===== config.mk =====
export PLATFORM = sky130hd
export DESIGN_NAME = select_unit
export DESIGN_NICKNAME = d
export VERILOG_FILES = /design/src/hdl/periph_pkg.sv /design/src/hdl/select_cell.sv /design/src/hdl/select_unit.sv
export SDC_FILE = /design/constraint.sdc
export NUM_CORES = 1
export LEC_CHECK = 0
export ABC_AREA = 0
export BUFFER_PORTS_ARGS = -buffer_cell sky130_fd_sc_hd__buf_2
export CAP_MARGIN = 20
export CORE_UTILIZATION = 58
export CTS_BUF_LIST = sky130_fd_sc_hd__clkbuf_4 sky130_fd_sc_hd__clkbuf_8
export DETAILED_ROUTE_END_ITERATION = 8
export PLACE_DENSITY = 0.89
export SYNTH_ARGS = -nofsm -noshare
export SYNTH_HDL_FRONTEND = slang
export SYNTH_SLANG_ARGS = --single-unit

===== constraint.sdc =====
create_clock -name clock -period 1.9 [get_ports clock]
set_input_delay 0.19 -clock clock [delete_from_list [all_inputs] [get_ports clock]]
set_output_delay 0.19 -clock clock [all_outputs]
set_load 0.005 [all_outputs]

===== src/hdl/periph_pkg.sv =====
package periph_pkg;

   ////////////////////////////////////////
   // bus and register types
   ////////////////////////////////////////

   typedef logic [15:0] bus_addr_t;   // cpu address
   typedef logic [7:0]  bus_data_t;   // cpu data byte
   typedef logic [9:0]  ram_addr_t;   // shadow ram word address
   typedef logic [7:0]  irq_vec_t;    // one bit per interrupt line
   typedef logic [3:0]  sel_vec_t;    // bit 0 is select 1
   typedef logic [5:0]  match_t;      // select cell mask or compare field

   // three byte call sequence on inta
   typedef enum logic [1:0] {
      VEC_CALL,    // call opcode
      VEC_LOW,     // low byte, line times stride
      VEC_HIGH     // high byte, vector base
   } vec_state_t;

   ////////////////////////////////////////
   // sizes and constants
   ////////////////////////////////////////

   localparam int SEL_COUNT = 4;         // select cells in the unit
   localparam int RAM_DEPTH = 1024;      // bytes of shadow ram

   localparam bus_data_t CALL_OPCODE = 8'hCD;   // 8080 call
   localparam int VECTOR_STRIDE = 4;            // bytes per vector slot

   // interrupt controller register offsets
   localparam logic [2:0] INT_REG_MASK     = 3'd0;
   localparam logic [2:0] INT_REG_STATUS   = 3'd1;  // live lines, read only
   localparam logic [2:0] INT_REG_ACTIVE   = 3'd2;
   localparam logic [2:0] INT_REG_POLARITY = 3'd3;
   localparam logic [2:0] INT_REG_EDGE     = 3'd4;
   localparam logic [2:0] INT_REG_BASE     = 3'd5;  // vector page

   // select unit register slots, slot is addr[3:1]
   // slot 0 is the main register, slot n holds cell n
   // (mask at offset 2n, compare at 2n+1)
   localparam logic [2:0] SEL_REG_MAIN = 3'd0;

endpackage


===== src/hdl/select_cell.sv =====
`timescale 1ns/1ps

module select_cell (
   input  logic                  clock,
   input  logic                  reset,
   input  periph_pkg::bus_addr_t addr,
   input  periph_pkg::bus_data_t wdata,
   input  logic                  access,   // this cell's register pair addressed
   input  logic                  write,
   input  logic                  read,
   output periph_pkg::bus_data_t rdata,
   output logic                  hit
);

   import periph_pkg::*;

   // mask byte layout
   //   7:2 mask field, 1 i/o space, 0 enable
   bus_data_t mask_q;
   match_t    comp_q;     // compare field, low two bits read back as zero
   match_t    addr_field; // address bits under test
   logic      is_io;
   logic      enable;

   assign is_io  = mask_q[1];
   assign enable = mask_q[0];

   ////////////////////////////////////////
   // register access
   ////////////////////////////////////////

   always_ff @(posedge clock) begin
      if (reset) begin
         mask_q <= '0;   // cell disabled after reset
         comp_q <= '0;
      end else if (access && write) begin
         if (addr[0]) begin
            comp_q <= wdata[7:2];
         end else begin
            mask_q <= wdata;
         end
      end
   end

   // read byte held for one cycle, zero when not answering
   always_ff @(posedge clock) begin
      if (reset) begin
         rdata <= '0;
      end else if (access && read) begin
         rdata <= addr[0] ? {comp_q, 2'b00} : mask_q;
      end else begin
         rdata <= '0;
      end
   end

   ////////////////////////////////////////
   // address match
   ////////////////////////////////////////

   // i/o space uses low byte, memory uses 1k blocks
   assign addr_field = is_io ? addr[7:2] : addr[15:10];

   // compare is not masked, unmatched pattern bits never hit
   assign hit = enable && ((addr_field & mask_q[7:2]) == comp_q);

endmodule


===== src/hdl/select_unit.sv =====
`timescale 1ns/1ps

module select_unit (
   input  logic                  clock,
   input  logic                  reset,
   input  periph_pkg::bus_addr_t addr,
   input  periph_pkg::bus_data_t wdata,
   input  logic                  readio,
   input  logic                  writeio,
   output periph_pkg::bus_data_t rdata,
   output periph_pkg::sel_vec_t  sel,
   output logic                  bootstrap
);

   import periph_pkg::*;

   logic [3:0] base_q;        // i/o window of the selector, addr[7:4]
   logic       window_hit;    // addr inside our 16 byte window
   logic       main_access;
   bus_data_t  main_rdata;
   bus_data_t  cell_rdata [SEL_COUNT];
   bus_data_t  cells_or;
   sel_vec_t   cell_hit;

   assign window_hit  = (addr[7:4] == base_q);
   assign main_access = window_hit && (addr[3:1] == SEL_REG_MAIN);

   ////////////////////////////////////////
   // main control register
   ////////////////////////////////////////

   always_ff @(posedge clock) begin
      if (reset) begin
         base_q    <= '0;     // selector at i/o 0x00
         bootstrap <= 1'b1;   // shadow mode until software clears it
      end else if (writeio && main_access) begin
         base_q    <= wdata[7:4];  // new window from next access on
         bootstrap <= wdata[0];
      end
   end

   always_ff @(posedge clock) begin
      if (reset) begin
         main_rdata <= '0;
      end else if (readio && main_access) begin
         main_rdata <= {base_q, 4'b0000};   // bootstrap bit not readable
      end else begin
         main_rdata <= '0;
      end
   end

   ////////////////////////////////////////
   // select cells, cell i sits at slot i+1
   ////////////////////////////////////////

   for (genvar i = 0; i < SEL_COUNT; i++) begin : g_cell
      localparam logic [2:0] SLOT = 3'(i + 1);

      select_cell u_cell (
         .clock  (clock),
         .reset  (reset),
         .addr   (addr),
         .wdata  (wdata),
         .access (window_hit && (addr[3:1] == SLOT)),
         .write  (writeio),
         .read   (readio),
         .rdata  (cell_rdata[i]),
         .hit    (cell_hit[i])
      );
   end

   // only the addressed cell returns nonzero
   always_comb begin
      cells_or = main_rdata;
      for (int i = 0; i < SEL_COUNT; i++) begin
         cells_or = cells_or | cell_rdata[i];
      end
   end

   assign rdata = cells_or;

   // bootstrap forces rom and ram selects on
   assign sel = cell_hit | {2'b00, bootstrap, bootstrap};

endmodule


# Yosys cells after proc, flatten, opt, wreduce, memory -nomap -nowiden
# Cells that the tools add are included.
# classes
n_eq_ne	9
muxes	8
bitwise	15
reduce_logical	37
# op_table
operator	n
8-bit two-way mux	4
8-bit bitwise OR	4
6-bit bitwise AND	4
6-bit equality test	4
6-bit two-way mux	4
1-bit logical AND	19
2-bit AND reduction	8
3-bit OR reduction	4
2-bit OR reduction	5
3-bit by 2-bit equality test with 1-bit output (second input constant)	2
1-bit inverter	6
4-bit equality test	1
4-bit by 2-bit bitwise OR with 4-bit output	1
3-bit by 1-bit equality test with 1-bit output (second input constant)	1
3-bit equality test (second input constant)	1
3-bit zero test	1
# word_totals
register_bits	101
input_bits	28

# Longest topological paths before layout
# depth
word_depth	5
depth_mapped	7

# By module
# From an unflattened synthesis, not the netlist that was laid out.
# hier_totals
hier_cells	439
area_unflattened_um2	4388.0
# modules_own_cells
mod	instances	cells_each	area_each_um2	seq_area_each_um2
select_cell	4	94	954.7	440.4
select_unit	1	63	569.3	180.2

# Worst setup path after synthesis
# Ideal clock, no wire load.
# synth_path
path_kind	register to output
startpoint	register g_cell[1].u_cell.mask_q[1]
endpoint	output sel[1]
t_arrival_ns	1.440
required_ns	1.710
path_slack_ns	0.270
path_stages_with_launch	6
path_cell_list	dfxtp_1 -> buf_6 -> mux2_1 -> and3_1 -> a211o_1 -> o41ai_2
# synth_between
elab_chain_len	5
# synth_rtl
item	line	text
from (decl)	select_cell.sv:19	bus_data_t mask_q;
from (signal assigned)	select_cell.sv:40	mask_q <= wdata;
6-bit two-way mux	select_cell.sv:61	assign addr_field = is_io ? addr[7:2] : addr[15:10];
6-bit bitwise AND	select_cell.sv:64	assign hit = enable && ((addr_field & mask_q[7:2]) == comp_q);
6-bit equality test	select_cell.sv:64	
1-bit logical AND	select_cell.sv:64	
4-bit by 2-bit bitwise OR with 4-bit output	select_unit.sv:83	assign sel = cell_hit | {2'b00, bootstrap, bootstrap};
to (decl)	select_unit.sv:11	output periph_pkg::sel_vec_t sel,
# No other way between the ends.

# Final worst setup path
# Ends and elaborated chain as after synthesis.

==> metrics.md <==
| Metric | Value |
|---|---|
| Result of the run | finished, violations left |
| Violated checks | negative setup slack |
| Synth Instances | 540 |
| Die Width | ~93 um |
| P_leak | 1.88 nW |
| Cell area after synthesis | about 4800 sq um |
| Post-CTS clock slew at the launch and capture registers of the worst setup and hold paths | 90 ps |
| Average cell area after synthesis | 8.83 sq um |
| Setup crit start | g_cell[1].u_cell.mask_q[1]$_SDFFE_PP0P_ |
| Core Footprint | 7850 sq um |
| Met1 capacity usage during global routing | 46.5% |
| Number of port buffers | 38 |
| Minimum setup slack among reg-to-reg paths | roughly 30 ps |
| Grt ovf | 0 |
| Clock latency on the worst-skew pair | approximately 380 ps |
| Most frequent standard cell in the layout excluding fill and tap cells | sky130_fd_sc_hd__dfxtp_1 |
| Kind of critical path | flop to primary output |
| Endpoint required time on the critical path | about 1700 ps |
| Critical Path AT | 2010 ps |
| TritonCTS clock tree | built |
| Final non-filler cell total | about 660 |
| Post-synth EDFFs | 0 |
| Fin worst setup slack | -302 ps |
| Met3 usage | 7.22% |
| Critical R2R Launch | base_q[3]$_SDFFE_PP0P_ |
| Synthesis Warnings | 0 |
| H-tree levels | 3 |
| Maximum clock path buffer count | 2 |
| Slew at the pin closest to its max-slew limit | 650 ps |
| Post-Place Cells | between 600 and 700 |
| Area of all placed cells without fillers | 5330 sq um |
| IO Pins | 41 |
| Area grow syn2layout | 11.8% |
| Detailed-route vias per instance | slightly above 7 |
| Total chip power | approximately 4.0 mW |
| Worst r2r dst | g_cell[2].u_cell.mask_q[5]$_SDFFE_PP0P_ |
| Highest-utilization routing layer at the global route stage | met2 |
| Pin count of the biggest net entering global routing | 62 |
| Global-route met2 utilization | between 50% and 60% |
| Total routing usage reported by global routing | 35.1% |
| Yosys cell types | 42 |
| Worst slew margin | a little under three fifths |
| Worst Setup End Kind | primary output |
| Final net count | between 500 and 600 |
| Max Cap Viol | 0 |
| Final ANT Viol Nets | 0 |
| Maximum clock rate | between 0.4 and 0.5 GHz |
| TritonRoute pass-1 iters | 7 |
| Wirelength, routed | 15.0 mm |
| Top_reg_cell synth | sky130_fd_sc_hd__dfxtp_1 |
| Final Cycle Share | 116% |
| Type of element launching the critical path | flop |
| Row count | 32 |
| Number of sinks on the clock net | between 90 and 100 |
| Drt wl/cell | 22.8 um |
| Half-perimeter wire length after placement | 9.19 mm |
| Global placer's final weighted congestion | 0.949 |
| Worst hold path cell count | 3 |
| Post-synthesis sequential area ratio | roughly two fifths |
| Clock root buffer | sky130_fd_sc_hd__clkbuf_8 |
| Async S/R FF share, synth | 0% |
| Antenna diode count | 0 |
| Areal power density over the cells | 742 nW/um^2 |
| Maximum ir drop on the vdd rail | 0.378 mV |
| Unrepaired setup endpoints after global routing | true |
| Largest fanout on the critical path | 5 |
| Number of cell instances on the worst register-to-register path | 5 |
| Most frequent cells in the layout | sky130_fd_sc_hd__dfxtp_1, sky130_fd_sc_hd__a21oi_1, sky130_fd_sc_hd__nand4_1 |
| Number of buffers added by the clock tree synthesis step | 9 |
| Post-layout util | about two thirds |
| Standard cell area after detailed placement | 4950 sq um |
| Type of the most critical hold path | input port to flop |
| Wire length of the first global-routing pass | 22.9 mm |
| Number of global-route vias before repair | 4358 |
| Starting Density | 60.7% |
| Time the worst path needs with I/O delays and setup | around 2200 ps |
| Remaining routing DRC violations | 0 |
| Worst clock skew on the final layout | 13.2 ps |
| Destination of the critical timing path | sel[1] |
| Die height | 92.7 um |
| Starting DRC count in detailed routing | 869 |
| Fraction of layout instances using a drive strength above 1 | 22.3% |
| Vias after detailed routing | around 4700 |
| Synthesized flop and latch total | 97 |
| Number of failing hold endpoints at the final stage | 0 |
| Initial antenna violation count | 0 |
| Endpoints failing setup | 4 |
| Area enclosed by the die boundary | approximately 8600 sq um |
| Synthesized net count | roughly 570 |
| Pins Over Slew Limit | 0 |
## kinds of logic after synthesis
kind of cell,after synthesis,synth area share (%)
and+or+nand+nor,163,19.7
AOI/OAI and AO/OA,152,20.1
DFF,97,40.7
buffers and inverters,70,6.80
muxes,48,10.8
xor gates and xnor gates,10,1.84
## repair_timing
item / in CTS / in global routing
hold buffers: 0 / 0
setup buffers: 4 / 0
resized for setup: 24 / 12
setup endpoints to repair: 4 / 6
pin swaps: 6 / 3
cloned: 0 / 0
## flip-flops by register name, summed over array words and instances, names as in the netlist
register / count
g_cell.u_cell.rdata: 32
main_rdata: 4
g_cell.u_cell.comp_q: 24
bootstrap: 1
g_cell.u_cell.mask_q: 32
base_q: 4
## through the flow
stage	setup WS, ps	TNS (ps)	hold WS [ps]
2_1_floorplan	270	0	340
3_3_place_gp	36.0	0	469
3_5_place_dp	-13.0	-13.0	478
4_1_cts	-274	-666	133
5_1_grt	-361	-985	120
6_report	-302	-747	134
## power breakdown
| part | internal (mW) | total [mW] | switching, mW |
|---|---|---|---|
| Sequential | 2.03 | 2.03 | 0.00177 |
| Combinational | 0.0927 | 0.343 | 0.250 |
| Clock | 0.821 | 1.58 | 0.761 |
## how the worst min path moves through the flow
stage | from | to | slack (ps)
floorplan | wdata[0] | g_cell[0].u_cell.mask_q[0]$_SDFFE_PP0P_ | 340
global placement | g_cell[3].u_cell.mask_q[4]$_SDFFE_PP0P_ | g_cell[3].u_cell.mask_q[4]$_SDFFE_PP0P_ | 470
detailed placement | g_cell[2].u_cell.mask_q[6]$_SDFFE_PP0P_ | g_cell[2].u_cell.mask_q[6]$_SDFFE_PP0P_ | 480
CTS | wdata[1] | g_cell[2].u_cell.mask_q[1]$_SDFFE_PP0P_ | 130
global route | wdata[1] | g_cell[2].u_cell.mask_q[1]$_SDFFE_PP0P_ | 120
finish | wdata[1] | g_cell[2].u_cell.mask_q[1]$_SDFFE_PP0P_ | 130
## synth_stat cells (2+ instances only)
cell | count | share of area (%)
sky130_fd_sc_hd__or4_1 | 4 | 0.63
sky130_fd_sc_hd__xnor2_1 | 10 | 1.8
sky130_fd_sc_hd__nor3b_1 | 8 | 1.3
sky130_fd_sc_hd__mux2_4 | 3 | 0.94
sky130_fd_sc_hd__buf_2 | 17 | 1.8
sky130_fd_sc_hd__and3_1 | 13 | 1.7
sky130_fd_sc_hd__inv_1 | 7 | 0.55
sky130_fd_sc_hd__a21oi_1 | 73 | 7.7
sky130_fd_sc_hd__o2111ai_1 | 2 | 0.37
sky130_fd_sc_hd__dfxtp_1 | 97 | 41
sky130_fd_sc_hd__nor2_1 | 30 | 2.4
sky130_fd_sc_hd__nand3_2 | 4 | 0.84
sky130_fd_sc_hd__or3_1 | 4 | 0.52
sky130_fd_sc_hd__nand3_1 | 6 | 0.63
sky130_fd_sc_hd__a211o_1 | 2 | 0.37
sky130_fd_sc_hd__nor4_1 | 2 | 0.26
sky130_fd_sc_hd__nor3_1 | 5 | 0.52
sky130_fd_sc_hd__nand2_1 | 14 | 1.1
sky130_fd_sc_hd__clkbuf_1 | 36 | 2.8
sky130_fd_sc_hd__buf_1 | 2 | 0.16
sky130_fd_sc_hd__o41ai_2 | 2 | 0.68
sky130_fd_sc_hd__o22ai_1 | 2 | 0.26
sky130_fd_sc_hd__o31ai_1 | 56 | 8.8
sky130_fd_sc_hd__nor2b_1 | 2 | 0.26
sky130_fd_sc_hd__mux2i_1 | 28 | 5.9
sky130_fd_sc_hd__clkbuf_2 | 2 | 0.21
sky130_fd_sc_hd__a21o_1 | 2 | 0.31
sky130_fd_sc_hd__o211ai_1 | 2 | 0.31
sky130_fd_sc_hd__buf_6 | 4 | 0.94
sky130_fd_sc_hd__buf_4 | 2 | 0.31
sky130_fd_sc_hd__and2_1 | 8 | 1.0
sky130_fd_sc_hd__nand4_1 | 57 | 7.5
sky130_fd_sc_hd__o21ai_0 | 10 | 1.0
sky130_fd_sc_hd__mux2_2 | 16 | 3.8
## cell type report
class	instances	area (sq um)
clock buffer	11	151
clock inverter	5	85.1
fill	598	2520
inverter	7	26.3
multi-input combinational	373	2590
sequential	97	1960
tap	102	128
timing repair buffer	63	389
## layer usage
metal | up-vias | share of wire, %
li1 | 2036 | -
met1 | 2143 | 36
met2 | 395 | 45
met3 | 85 | 13
met4 | 0 | 5.5
met5 | - | 0
## worst max-delay path, stage by stage (launching register included)
cell,delay (ps)
sky130_fd_sc_hd__dfxtp_4,390
sky130_fd_sc_hd__mux2_4,320
sky130_fd_sc_hd__a21o_1,180
sky130_fd_sc_hd__a211o_1,260
sky130_fd_sc_hd__o41ai_2,310
sky130_fd_sc_hd__buf_2,180
Note: power is estimated with default switching activity, not from simulation.
