**config.mk**
```make
export PLATFORM = sky130hd
export DESIGN_NAME = int_controller
export DESIGN_NICKNAME = d
export VERILOG_FILES = /design/src/hdl/periph_pkg.sv /design/src/hdl/int_controller.sv
export SDC_FILE = /design/constraint.sdc
export NUM_CORES = 1
export LEC_CHECK = 0
export BUFFER_PORTS_ARGS = -buffer_cell sky130_fd_sc_hd__buf_4
export CORE_ASPECT_RATIO = 0.9
export CORE_MARGIN = 2
export CORE_UTILIZATION = 40
export DETAILED_ROUTE_END_ITERATION = 6
export PLACE_DENSITY = 0.69
export SLEW_MARGIN = 0
export SYNTH_ARGS = -nofsm -noshare
export SYNTH_HDL_FRONTEND = slang
export SYNTH_SLANG_ARGS = --single-unit
```
**constraint.sdc**
```tcl
create_clock -name clock -period 1.5 [get_ports clock]
set_clock_uncertainty 0.2 [all_clocks]
set_input_delay 0.225 -clock clock [delete_from_list [all_inputs] [get_ports clock]]
set_output_delay 0.225 -clock clock [all_outputs]
set_load 0.02 [all_outputs]
```
**src/hdl/periph_pkg.sv**
```systemverilog
package periph_pkg;

   ////////////////////////////////////////
   // bus and register types
   ////////////////////////////////////////

   typedef logic [15:0] bus_addr_t;   // cpu address
   typedef logic [7:0]  bus_data_t;   // cpu data byte
   typedef logic [9:0]  ram_addr_t;   // shadow ram word address
   typedef logic [7:0]  irq_vec_t;    // one bit per interrupt line
   typedef logic [3:0]  sel_vec_t;    // bit 0 is select 1
   typedef logic [5:0]  match_t;      // select cell mask or compare field

   // three byte call sequence on inta
   typedef enum logic [1:0] {
      VEC_CALL,    // call opcode
      VEC_LOW,     // low byte, line times stride
      VEC_HIGH     // high byte, vector base
   } vec_state_t;

   ////////////////////////////////////////
   // sizes and constants
   ////////////////////////////////////////

   localparam int SEL_COUNT = 4;         // select cells in the unit
   localparam int RAM_DEPTH = 1024;      // bytes of shadow ram

   localparam bus_data_t CALL_OPCODE = 8'hCD;   // 8080 call
   localparam int VECTOR_STRIDE = 4;            // bytes per vector slot

   // interrupt controller register offsets
   localparam logic [2:0] INT_REG_MASK     = 3'd0;
   localparam logic [2:0] INT_REG_STATUS   = 3'd1;  // live lines, read only
   localparam logic [2:0] INT_REG_ACTIVE   = 3'd2;
   localparam logic [2:0] INT_REG_POLARITY = 3'd3;
   localparam logic [2:0] INT_REG_EDGE     = 3'd4;
   localparam logic [2:0] INT_REG_BASE     = 3'd5;  // vector page

   // select unit register slots, slot is addr[3:1]
   // slot 0 is the main register, slot n holds cell n
   // (mask at offset 2n, compare at 2n+1)
   localparam logic [2:0] SEL_REG_MAIN = 3'd0;

endpackage

```
**src/hdl/int_controller.sv**
```systemverilog
`timescale 1ns/1ps

module int_controller (
   input  logic                  clock,
   input  logic                  reset,
   input  logic [2:0]            reg_addr,
   input  periph_pkg::bus_data_t wdata,
   input  logic                  read,
   input  logic                  write,
   input  logic                  select,
   input  logic                  inta,
   input  periph_pkg::irq_vec_t  irq_lines,
   output periph_pkg::bus_data_t rdata,
   output logic                  intr
);

   import periph_pkg::*;

   irq_vec_t   mask_q;       // 1 enables the line
   irq_vec_t   active_q;     // latched requests
   irq_vec_t   polarity_q;   // level, or level after the edge
   irq_vec_t   edge_q;       // 1 edge mode, 0 level mode
   bus_data_t  vbase_q;      // vector page
   irq_vec_t   irq_prev;     // lines one clock earlier
   irq_vec_t   trig_q;       // triggers sampled last edge
   irq_vec_t   trig_now;
   irq_vec_t   rise;
   irq_vec_t   fall;
   irq_vec_t   service_bit;  // one hot, highest priority active line
   logic [2:0] prio_idx;
   vec_state_t vec_state;
   logic       reg_write;

   assign reg_write = write && select;

   ////////////////////////////////////////
   // trigger detection
   ////////////////////////////////////////

   always_ff @(posedge clock) begin
      irq_prev <= irq_lines;   // plain sampler for edge compare
   end

   assign rise = irq_lines & ~irq_prev;
   assign fall = ~irq_lines & irq_prev;

   assign trig_now = mask_q & ((~(irq_lines ^ polarity_q) & ~edge_q)   // level match
                             | (rise & polarity_q & edge_q)           // rising edge
                             | (fall & ~polarity_q & edge_q));        // falling edge

   always_ff @(posedge clock) begin
      if (reset) begin
         trig_q <= '0;
      end else begin
         trig_q <= trig_now;
      end
   end

   ////////////////////////////////////////
   // priority, line 0 wins
   ////////////////////////////////////////

   assign service_bit = active_q & (~active_q + 8'd1);   // lowest set bit

   always_comb begin
      prio_idx = '0;
      for (int i = $bits(irq_vec_t) - 1; i >= 0; i--) begin
         if (active_q[i]) prio_idx = 3'(i);   // last hit is lowest index
      end
   end

   // control registers
   always_ff @(posedge clock) begin
      if (reset) begin
         mask_q     <= '0;
         polarity_q <= '0;
         edge_q     <= '0;
         vbase_q    <= '0;
      end else if (reg_write) begin
         case (reg_addr)
            INT_REG_MASK:     mask_q     <= wdata;
            INT_REG_POLARITY: polarity_q <= wdata;
            INT_REG_EDGE:     edge_q     <= wdata;
            INT_REG_BASE:     vbase_q    <= wdata;
            default: ;   // status is read only, active handled below
         endcase
      end
   end

   // active bits, set by triggers or software, cleared on service
   always_ff @(posedge clock) begin
      if (reset) begin
         active_q <= '0;
      end else if (reg_write && reg_addr == INT_REG_ACTIVE) begin
         active_q <= wdata | trig_q;    // pending trigger not lost
      end else if (inta && vec_state == VEC_HIGH) begin
         active_q <= (active_q & ~service_bit) | trig_q;
      end else begin
         active_q <= active_q | trig_q;
      end
   end

   ////////////////////////////////////////
   // vectoring and read data
   ////////////////////////////////////////

   always_ff @(posedge clock) begin
      if (reset) begin
         vec_state <= VEC_CALL;
      end else if (inta) begin
         case (vec_state)
            VEC_CALL: vec_state <= VEC_LOW;
            VEC_LOW:  vec_state <= VEC_HIGH;
            default:  vec_state <= VEC_CALL;   // sequence done
         endcase
      end
   end

   always_ff @(posedge clock) begin
      if (reset) begin
         rdata <= '0;
      end else if (read && select) begin
         case (reg_addr)
            INT_REG_MASK:     rdata <= mask_q;
            INT_REG_STATUS:   rdata <= irq_lines;   // live, not latched
            INT_REG_ACTIVE:   rdata <= active_q;
            INT_REG_POLARITY: rdata <= polarity_q;
            INT_REG_EDGE:     rdata <= edge_q;
            INT_REG_BASE:     rdata <= vbase_q;
            default:          rdata <= '0;
         endcase
      end else if (inta) begin
         case (vec_state)
            VEC_CALL: rdata <= CALL_OPCODE;
            VEC_LOW:  rdata <= bus_data_t'(prio_idx) * bus_data_t'(VECTOR_STRIDE);
            default:  rdata <= vbase_q;
         endcase
      end else begin
         rdata <= '0;
      end
   end

   assign intr = |active_q;   // any active line requests

endmodule

```
# --- After elaboration in Yosys (flattened, before gate mapping) ---
# Index checks and enable logic that the tools add are counted.
totals:
  ff_bits: 66
op_classes:
  n_reduce_logical: 11
  mux: 15
  bitwise: 23
  n_addsub: 1
  n_eq_ne: 7
ops:
  columns: ["operator", "n"]
  rows:
  - ["bitwise AND 8 bit", 10]
  - ["inverter 8 bit", 7]
  - ["one-hot mux 8 bit (6 select lines)", 1]
  - ["bitwise OR 8 bit", 5]
  - ["2-to-1 mux 8 bit", 4]
  - ["2-to-1 mux 3 bit", 8]
  - ["one-hot mux 8 bit (2 select lines)", 1]
  - ["adder 8 x 1 -> 8 bit (second input constant)", 1]
  - ["AND reduction 2 bit", 4]
  - ["OR reduction 8 bit", 1]
  - ["XOR 8 bit", 1]
  - ["equality test 3 x 2 -> 1 bit (second input constant)", 2]
  - ["equality test 3 bit (second input constant)", 2]
  - ["logical AND 1 bit", 4]
  - ["one-hot mux 2 bit (2 select lines)", 1]
  - ["equality test 3 x 1 -> 1 bit (second input constant)", 1]
  - ["logical NOT 3 bit", 1]
  - ["equality test 2 x 1 -> 1 bit (second input constant)", 1]
  - ["equality test 2 bit (second input constant)", 1]
  - ["logical NOT 2 bit", 1]

# --- Depth between registers and ports, before layout ---
# Gate-level depths: netlist of run 1.
depth:
  word_depth: 11
  mapped_depth: 7
  mapped_depth_nobuf: 4

# --- Least setup slack after synthesis of run 1 ---
# OpenSTA, ideal clock, no wires.
synth_path:
  path_type: "input -> register"
  from: "input reg_addr[1]"
  to: "register rdata[0]"
  arrival_ps: 1189
  setup_slack_ps: -18
  stages: 4
  setup_time_ps: 129
  n_path_buf: 1
  path_cell_list: "buf_6 > mux4_2 > a221oi_1 > a211oi_1"
synth_between:
  elab_chain_cells: 3
synth_rtl:
  columns: ["item", "line_no", "source"]
  rows:
  - ["start: declaration", "int_controller.sv:6", "input logic [2:0] reg_addr,"]
  - ["equality test 3 bit (tied with other cells)", "int_controller.sv:123", "case (reg_addr)"]
  - ["one-hot mux 8 bit (6 select lines) (*)", "int_controller.sv:123", null]
  - ["2-to-1 mux 8 bit (*)", "int_controller.sv:122", "end else if (read && select) begin"]
  - ["end signal: assignment", "int_controller.sv:124", "INT_REG_MASK: rdata <= mask_q;"]
  - ["end signal: assignment", "int_controller.sv:125", "INT_REG_STATUS: rdata <= irq_lines;"]
  - ["end signal: assignment", "int_controller.sv:126", "INT_REG_ACTIVE: rdata <= active_q;"]
  - ["end: declaration", "int_controller.sv:13", "output periph_pkg::bus_data_t rdata,"]
# Mark *: on every way between the ends. The rest lies on a longest branch, timed or not.
# A chain may end at the register's enable or synchronous reset.

# --- Worst setup path in the final report of run 1 ---
layout_path:
  from: "register active_q[1]"
  to: "output intr"
layout_between:
  elab_chain_cells: 1
layout_rtl:
  columns: ["item", "line_no", "source"]
  rows:
  - ["start: declaration", "int_controller.sv:20", "irq_vec_t active_q;"]
  - ["start signal: assignment", "int_controller.sv:95", "active_q <= wdata | trig_q;"]
  - ["start signal: assignment", "int_controller.sv:97", "active_q <= (active_q & ~service_bit) | trig_q;"]
  - ["start signal: assignment", "int_controller.sv:99", "active_q <= active_q | trig_q;"]
  - ["OR reduction 8 bit", "int_controller.sv:143", "assign intr = |active_q;"]
  - ["end: declaration", "int_controller.sv:14", "output logic intr"]
# Every way passes these cells.

==> reports/results.ini, run 1 <==
[outcome]
status=finished with violations
violations=setup timing

[placed_design]
place_inst=467
pre_cts_slack_ns=-0.168
numPortBuffers=33
dp_hpwl_um=6110
gp_congestion=0.953

[setup_path]
reg2reg_to=active_q[5]
cp_max_fo=2
critPathLaunchType=flip-flop
path_delay_family=simple AND/OR/NAND/NOR gates
crit_chain=nor4_4 -> buf_4 -> nand3_2 -> buf_6
crit_required_ns=1.07
ff2ff_setup_slack_ns=-0.06
r2r_start=active_q[1]
path_class=flip-flop to primary output
reg2reg_depth=6
crit_arrival_ns=1.38
crit_buf_inv=2
crit_slowest_cell=dfxtp_2
critPathMaxStageDelay_ns=0.34
endpoint_kind=primary output

[sta]
slew_headroom_pct=71.5
fmax_mhz=553
rsz0062_at_grt=yes
fin_crit_ns=1.81
tightest_slew_ns=0.417
fin_crit_sh_pct=121
worst_slack_ns=-0.309
hold_viol_final=0
setup_viol=6
maxSlewViolCount=0

[min_path]
holdPathEnd=rdata[0]
holdPathStages=3
hp-class=input port to flip-flop
hp-start=inta

[clock_tree]
cts_buffers=9
cts-root-buf=clkbuf_8
cts_sinks=66
clk_pin_slew_ns=0.07
cts_tree=built
clock_latency_ns=0.34
cts_buffer_depth=2
cts_max_level=3

[global_route]
grt_max_degree=28
grt_pass1_wl_um=13300
antenna_found_initial=0
grt-ovfl-total=0
grt_usage_pct=21.4
grt_pass1_vias=2517

[yosys]
syn-num-nets=335
synth_seq_cells=66
synthesis.area_sq_um=2990
postSynthAreaPerCell_sq_um=9.65
async_flop_share_pct=0
yosysWarnings=0
synth_cells=310
synth_ff_type=dfxtp_1
synth.distinct_cells=47
synth-seq-area-share_pct=44.2
synth_edf_count=0

[layout]
num_antenna_cells=0
layout-drive-gt1-share_pct=32.1
layoutNonFillerInstCount=501
syn2layout_area_growth_pct=37.3
fin_nets=428

[die]
io_pins=34
die_h_um=86.0
rows=29
dieWidth_um=95.1
core_area_sq_um=7150
die_area_sq_um=8180
initial_core_util_pct=41.8

[power_and_ir_drop]
clkPwrFrac_pct=40.9
sw_frac_of_total_pct=24.0
switchingPower_mw=0.940
fin_total_pwr_mw=3.92
seqPwrFrac_pct=46.4
p_int_mw=2.98
vdd_drop_max_uv=530
p_leak_nw=1.60
power.density_nw_per_um2=956
combPwrFrac_pct=12.6

[run]
maxCapViolCount=0

[drt]
post_drt_wl_per_cell_um=16.9
ant_nets=0
drtIter0Drc=197
first_pass_iters=5
drc=0
totalWireLength_um=8490
vias=2696
via_per_inst=5.38

## cells in the mapped netlist, types with 7 or more instances
cell	n	area, sq um
xor2_1	8	70.1
mux2i_1	29	290
clkbuf_1	7	26.3
a21oi_1	24	120
o21ai_0	13	65.1
nand2_1	18	67.6
a2111oi_0	8	70.1
dfxtp_1	66	1320
inv_1	14	52.6
nor2_1	33	124
a221oi_1	7	61.3
xnor2_1	8	70.1
mux2_2	7	78.8
## state kept, by name, indices dropped and copies added (netlist names)
signal	cells
vec_state	2
mask_q	8
rdata	8
vbase_q	8
polarity_q	8
trig_q	8
active_q	8
edge_q	8
irq_prev	8
## tightest hold or removal path, cell delays in order
cell      delay [ns]
buf_4           0.14
o21ai_0         0.07
a211oi_1        0.07
## worst max path at each step
stage	from	end	slack, ns	cells past startpoint
2_1_floorplan	reg_addr[1]	rdata[0]	-0.01	4
3_3_place_gp	reg_addr[1]	rdata[3]	-0.14	4
3_5_place_dp	reg_addr[1]	rdata[6]	-0.17	6
4_1_cts	active_q[1]	intr	-0.27	4
5_1_grt	active_q[1]	intr	-0.32	4
6_report	active_q[1]	intr	-0.31	4
## layer usage
metal,wire [um],up-vias,GRT usage [%]
li1,-,1301,-
met1,4000,1273,31.1
met2,3810,114,31.9
met3,594,8,5.62
met4,79,0,4.87
met5,0,-,0
## cell type report
type	count	area, sq um
repair buffers	101	831
inverters	14	52.6
multi-input cells	211	1570
fillers	611	3040
well taps	93	116
clock inverters	5	78.8
flip-flops and latches	66	1330
clock buffers	11	131
## cell usage in the layout, fill, tap and decap left out, drive strengths merged, types with 3 or more instances in the layout
master / n
mux2: 7
o211ai: 3
a22oi: 3
dfxtp: 66
buf: 85
a2111oi: 8
xnor2: 8
dlygate4sd3: 16
clkbuf: 11
o21ai: 13
a221oi: 7
mux2i: 29
nor2b: 5
a21oi: 24
inv: 14
xor2: 8
nor2: 34
nand3b: 6
nand2: 18
nand3: 5
o32ai: 4
clkinv: 3
mux4: 4
## what timing repair did
action | 4_1_cts | 5_1_grt
pin swaps | 4 | 6
resized for setup | 10 | 11
endpoints found under the hold margin | 41 | 0
endpoints found under the setup margin | 5 | 11
setup buffers | 3 | 0
hold buffers | 16 | 0
## power by group through the flow
stage / Combinational (mW) / Sequential (mW) / Clock (mW)
floorplan: 0.210 / 1.87 / 0
global placement: 0.426 / 1.86 / 0
detailed placement: 0.435 / 1.86 / 0
CTS: 0.484 / 1.82 / 1.63
global route: 0.532 / 1.82 / 1.70
finish: 0.496 / 1.82 / 1.61
## cells by family (layout without fill, tap and decap cells)
| logic type | after synthesis | count (layout) | synth area share [%] |
|---|---|---|---|
| buffers and inverters | 33 | 131 | 5.90 |
| AOI/OAI and AO/OA | 73 | 73 | 16.1 |
| muxes | 40 | 40 | 15.4 |
| DFF | 66 | 66 | 44.2 |
| xor gates and xnor gates | 16 | 16 | 4.69 |
| and+or+nand+nor | 82 | 82 | 13.8 |
## stage by stage
step                      setup TNS, ns  instance area (sq um)  util (%)  hold slack (ns)
final                            -0.473                   4110      57.4           0.0210
after global routing             -0.572                   4110      57.4           0.0191
after CTS                        -0.331                   4080      57.1           0.0152
after detailed placement          -3.31                   3640      51.0            0.155
after global placement            -2.32                   3640      51.0            0.154
after floorplan                 -0.0117                   3000         -           0.0527
No activity file was read; power rests on OpenSTA's default activity.
==> run 2: changes to the inputs <==
--- a/config.mk
+++ b/config.mk
@@ -7,10 +7,9 @@
 export LEC_CHECK = 0
 export BUFFER_PORTS_ARGS = -buffer_cell sky130_fd_sc_hd__buf_4
 export CORE_ASPECT_RATIO = 0.9
-export CORE_MARGIN = 2
 export CORE_UTILIZATION = 40
 export DETAILED_ROUTE_END_ITERATION = 6
-export PLACE_DENSITY = 0.69
+export PLACE_DENSITY = 0.67
 export SLEW_MARGIN = 0
 export SYNTH_ARGS = -nofsm -noshare
 export SYNTH_HDL_FRONTEND = slang
==> constraint.sdc (replaced) <==
create_clock -name clock -period 2.25 [get_ports clock]
set_clock_uncertainty 0.2 [all_clocks]
set_input_delay 0.3375 -clock clock [delete_from_list [all_inputs] [get_ports clock]]
set_output_delay 0.3375 -clock clock [all_outputs]
set_load 0.02 [all_outputs]
==> run 2 against run 1 <==
The run ends with DRC left. Sequential power is 33% lower. Critical path depth is 1 lower. First-iteration DRC count is 14% lower. Final cell count is 10% lower. Wire length is 8.9% lower. Non-clock buffer count is 50 lower. Clock-buffer cell count is 1 higher. Worst setup slack better by 0.38 ns. Combinational power is 50% lower. Register-to-register slack better by 0.44 ns. Critical endpoint unchanged. Largest power group unchanged.
==> reports/results.ini, run 2 (synthesis results as in run 1) <==
[clock_tree]
cts.hold.buffers_added=8  ; -8
cts_max_level=3  ; unchanged
cts-root-buf=clkbuf_8
clk_pin_slew_ns=0.07  ; about the same
clock_latency_ns=0.35  ; about the same
post_cts_buffers=0  ; -3
cts_sinks=66  ; unchanged
cts_buffer_depth=2  ; unchanged
cts_buffers=9  ; unchanged
cts_tree=built
post_cts_resized=0  ; -10

[setup_path]
crit_arrival_ns=1.64  ; +0.26 ns
cp_max_fo=5  ; +3
critPathLaunchType=flip-flop
crit_required_ns=1.71  ; +0.64 ns
path_class=flip-flop to primary output
endpoint_kind=primary output

[global_route]
grt_max_degree=35  ; +25%
grt_pass1_vias=2379  ; -5.5%
antenna_found_initial=0  ; unchanged
grt-ovfl-total=0  ; unchanged
grt_pass1_wl_um=12600  ; -5.4%
grt_usage_pct=21.4  ; -0.066 points

[die]
dieWidth_um=93.1  ; -2.1%
core_area_sq_um=7150  ; unchanged
io_pins=34  ; unchanged
die_h_um=84.0  ; -2.3%
die_area_sq_um=7830  ; -4.4%
initial_core_util_pct=41.8  ; unchanged
rows=29  ; unchanged

[sta]
fin_crit_ns=2.18
fin_crit_sh_pct=96.9
fmax_mhz=459
rsz0062_at_grt=no
setup_viol=0  ; -6
hold_viol_final=0  ; unchanged
slew_headroom_pct=60.1  ; -11 points
tightest_slew_ns=0.593  ; +0.175 ns
fin_hold_ws_ns=0.0615  ; +0.0405 ns
maxSlewViolCount=0  ; unchanged
tns_ns=0  ; +0.473 ns

[power_and_ir_drop]
p_leak_nw=1.31  ; -18%
vdd_drop_max_uv=488  ; -8.0%
power.density_nw_per_um2=693  ; -28%

[drt]
vias=2518  ; -6.6%
first_pass_iters=7  ; +2
drtIter0Drc=169  ; -14%
via_per_inst=5.58  ; +3.8%
drc=3  ; +3
post_drt_wl_per_cell_um=17.1  ; +1.2%
ant_nets=0  ; unchanged
totalWireLength_um=7730  ; -8.9%

[layout]
num_antenna_cells=0  ; unchanged
final_util_pct=50.2  ; -7.2 points
final_common_cell=dfxtp_1
layoutNonFillerInstCount=451  ; -10%
layout-drive-gt1-share_pct=20.4  ; -12 points
fin_nets=378  ; -12%
final_cell_mix=dfxtp_1 (66), buf_4 (43), nor2_1 (33)
final_area_sq_um=3590  ; -13%
syn2layout_area_growth_pct=20.1

[placed_design]
dp_hpwl_um=5440  ; -11%
numPortBuffers=33  ; unchanged
gp_congestion=0.879  ; -7.8%
place_inst=427  ; -8.6%
place_area_sq_um=3310  ; -9.3%

[outcome]
status=finished with violations
violations=DRC

[min_path]
hp-class=input port to flip-flop

[run]
maxCapViolCount=0  ; unchanged

## run 2: final timing paths
path	start	endpoint	slack, ns	cells after the start
worst max-delay path	active_q[3]	intr	0.07	3
worst min-delay path	wdata[0]	polarity_q[0]	0.06	3
worst max register to register	active_q[3]	active_q[7]	0.38	4
worst min register to register	trig_q[7]	active_q[7]	0.27	2
## run 2: critical path: stages (launching register included)
cell     delay, ns
dfxtp_1       0.38
nor4_1        0.57
nand3_1       0.14
buf_4         0.20
## run 2: stage by stage
stage	total power, mW	setup WS [ns]
5_1_grt	2.57	0.0180
2_1_floorplan	1.38	0.619
6_report	2.49	0.0693
3_5_place_dp	1.48	0.341
4_1_cts	2.50	0.137
3_3_place_gp	1.48	0.424
## run 2: report_power, final
group	switching, mW	internal [mW]	leakage (nW)
logic	0.135	0.114	0.677
clock network	0.450	0.570	0.0986
registers	0.0221	1.20	0.537
## run 2: per-layer routing
metal  vias up  global-route usage, %  wire length, um
met1      1202                   30.5             3710
met4         0                   6.57              121
met2       101                   30.9             3360
met3        17                   6.10              537
met5         -                      0                0
li1       1198                      -                -
## run 2: layout make-up
| class | instances | area [sq um] |
|---|---|---|
| clock buffers | 12 | 155 |
| repair buffers | 51 | 403 |
| multi-input cells | 211 | 1490 |
| clock inverters | 4 | 50.0 |
| inverters | 14 | 52.6 |
| well taps | 93 | 116 |
| fillers | 670 | 3560 |
| flip-flops and latches | 66 | 1320 |
==> run 3: changes to the inputs <==
--- a/config.mk
+++ b/config.mk
@@ -10,6 +10,7 @@
 export CORE_UTILIZATION = 40
 export DETAILED_ROUTE_END_ITERATION = 6
 export PLACE_DENSITY = 0.67
+export RECOVER_POWER = 100
 export SLEW_MARGIN = 0
 export SYNTH_ARGS = -nofsm -noshare
 export SYNTH_HDL_FRONTEND = slang
==> run 3 against run 2 <==
Sequential share of layout area increased by 1.1 points. Via count decreased by 0.83%. Largest power group unchanged. Critical endpoint is now edge_q[0]. The run now ends clean. Non-clock buffer count unchanged. Wire length decreased by 0.32%. Power down 0.79%. Register-to-register slack improved by 0.05 ns. Global-route usage unchanged. Sequential power about the same. Final area fell by 3.0%.
==> reports/results.ini, run 3 (synthesis results as in run 1) <==
[clock_tree]
post_cts_resized=0  ; unchanged
cts.hold.buffers_added=8  ; unchanged
post_cts_buffers=0  ; unchanged
cts_max_level=3  ; unchanged
cts_tree=built
cts_buffers=9  ; unchanged
cts_sinks=66  ; unchanged
cts_buffer_depth=2  ; unchanged
clk_pin_slew_ns=0.07  ; about the same
clock_latency_ns=0.35  ; about the same
cts-root-buf=clkbuf_8

[layout]
fin_nets=378  ; unchanged
num_antenna_cells=0  ; unchanged
final_common_cell=dfxtp_1
syn2layout_area_growth_pct=16.5
layoutNonFillerInstCount=451  ; unchanged
multi_input_area_sq_um=1480  ; -1.1%
layout-drive-gt1-share_pct=13.7  ; -6.7 points
regArea_sq_um=1320  ; unchanged
final_cell_mix=dfxtp_1 (66), nor2_1 (34), mux2i_1 (29)
fillers=699  ; +4.3%

[setup_path]
critPathLaunchType=input port
crit_required_ns=2.27  ; +0.56 ns
endpoint_kind=flip-flop
path_class=input port to flip-flop
ff2ff_setup_slack_ns=0.43  ; +0.05 ns
cp_max_fo=17  ; +12
crit_arrival_ns=2.17  ; +0.53 ns

[power_and_ir_drop]
p_leak_nw=1.22  ; -7.0%
power.density_nw_per_um2=709  ; +2.3%
vdd_drop_max_uv=487  ; -0.23%

[drt]
drc=0  ; -3
vias=2497  ; -0.83%
first_pass_iters=5  ; -2
totalWireLength_um=7710  ; -0.32%
ant_nets=0  ; unchanged
drtIter0Drc=184  ; +8.9%
post_drt_wl_per_cell_um=17.1  ; -0.32%
via_per_inst=5.54  ; -0.83%

[placed_design]
gp_congestion=0.879  ; unchanged
numPortBuffers=33  ; unchanged
place_inst=427  ; unchanged
dp_hpwl_um=5440  ; unchanged

[sta]
tightest_slew_ns=0.815  ; +0.222 ns
fin_crit_sh_pct=95.3  ; -1.6 points
fmax_mhz=466  ; +1.7%
maxSlewViolCount=0  ; unchanged
rsz0062_at_grt=no
hold_viol_final=0  ; unchanged
fin_crit_ns=2.14  ; -0.0367 ns
tns_ns=0  ; unchanged
setup_viol=0  ; unchanged
slew_headroom_pct=45.4  ; -15 points

[die]
io_pins=34  ; unchanged
die_h_um=84.0  ; unchanged
initial_core_util_pct=41.8  ; unchanged
core_area_sq_um=7150  ; unchanged
dieWidth_um=93.1  ; unchanged
rows=29  ; unchanged
die_area_sq_um=7830  ; unchanged

[global_route]
antenna_found_initial=0  ; unchanged
grt_pass1_vias=2379  ; unchanged
grt_pass1_wl_um=12600  ; unchanged
grt_max_degree=35  ; unchanged
grt-ovfl-total=0  ; unchanged
grt_usage_pct=21.4  ; unchanged

[min_path]
hp-class=input port to flip-flop

[run]
maxCapViolCount=0  ; unchanged

[outcome]
status=finished, final reports clean

run 3: changes by cell type in the layout (fill, tap and decap cells not counted), sizes merged:
cell | previous run | this run
clkbuf | 12 | 37
buf | 43 | 18
run 3: critical path, stage by stage:
cell,delay (ns)
clkbuf_2,0.29
nor2b_1,0.73
and4_1,0.30
clkbuf_2,0.20
mux2i_1,0.23
nor2_1,0.07
run 3: routing by layer:
metal	GRT usage (%)	part of all wire (%)	vias to the layer above	wire length, um
met1	30.5	47	1181	3640
met3	6.10	7.9	13	606
li1	-	-	1193	-
met5	0	0	-	0
met4	6.57	1.5	0	115
met2	30.9	43	110	3340
run 3: per-stage QoR:
| stage | total power [mW] | utilization, % | area, sq um | hold slack (ns) | setup WS (ns) |
|---|---|---|---|---|---|
| final | 2.47 | 48.7 | 3480 | 0.0673 | 0.106 |
| after detailed placement | 1.48 | 46.2 | 3310 | 0.250 | 0.341 |
| after global placement | 1.48 | 46.2 | 3310 | 0.246 | 0.424 |
| after global routing | 2.55 | 48.7 | 3480 | 0.0656 | 0.0276 |
| after CTS | 2.50 | 50.2 | 3590 | 0.0563 | 0.137 |
| after floorplan | 1.38 | - | 2990 | 0.165 | 0.619 |
run 3: final timing paths:
kind | cells past startpoint | endpoint | from
hold / removal | 3 | polarity_q[0] | wdata[0]
setup / recovery | 6 | edge_q[0] | reg_addr[1]
setup reg to reg | 4 | active_q[7] | active_q[3]
hold reg to reg | 2 | active_q[7] | trig_q[7]
run 3: final cells by class:
| cell class | count | area share, % |
|---|---|---|
| Clock inverter | 4 | 1.44 |
| Inverter | 14 | 1.51 |
| Sequential cell | 66 | 37.9 |
| Timing Repair Buffer | 51 | 8.94 |
| Tap cell | 93 | 3.34 |
| Multi-Input combinational cell | 211 | 42.4 |
| Clock buffer | 12 | 4.45 |
run 3: where the power goes:
group	switching [mW]	internal, mW
clock network	0.449	0.570
logic	0.134	0.0971
registers	0.0219	1.20
total	0.605	1.86
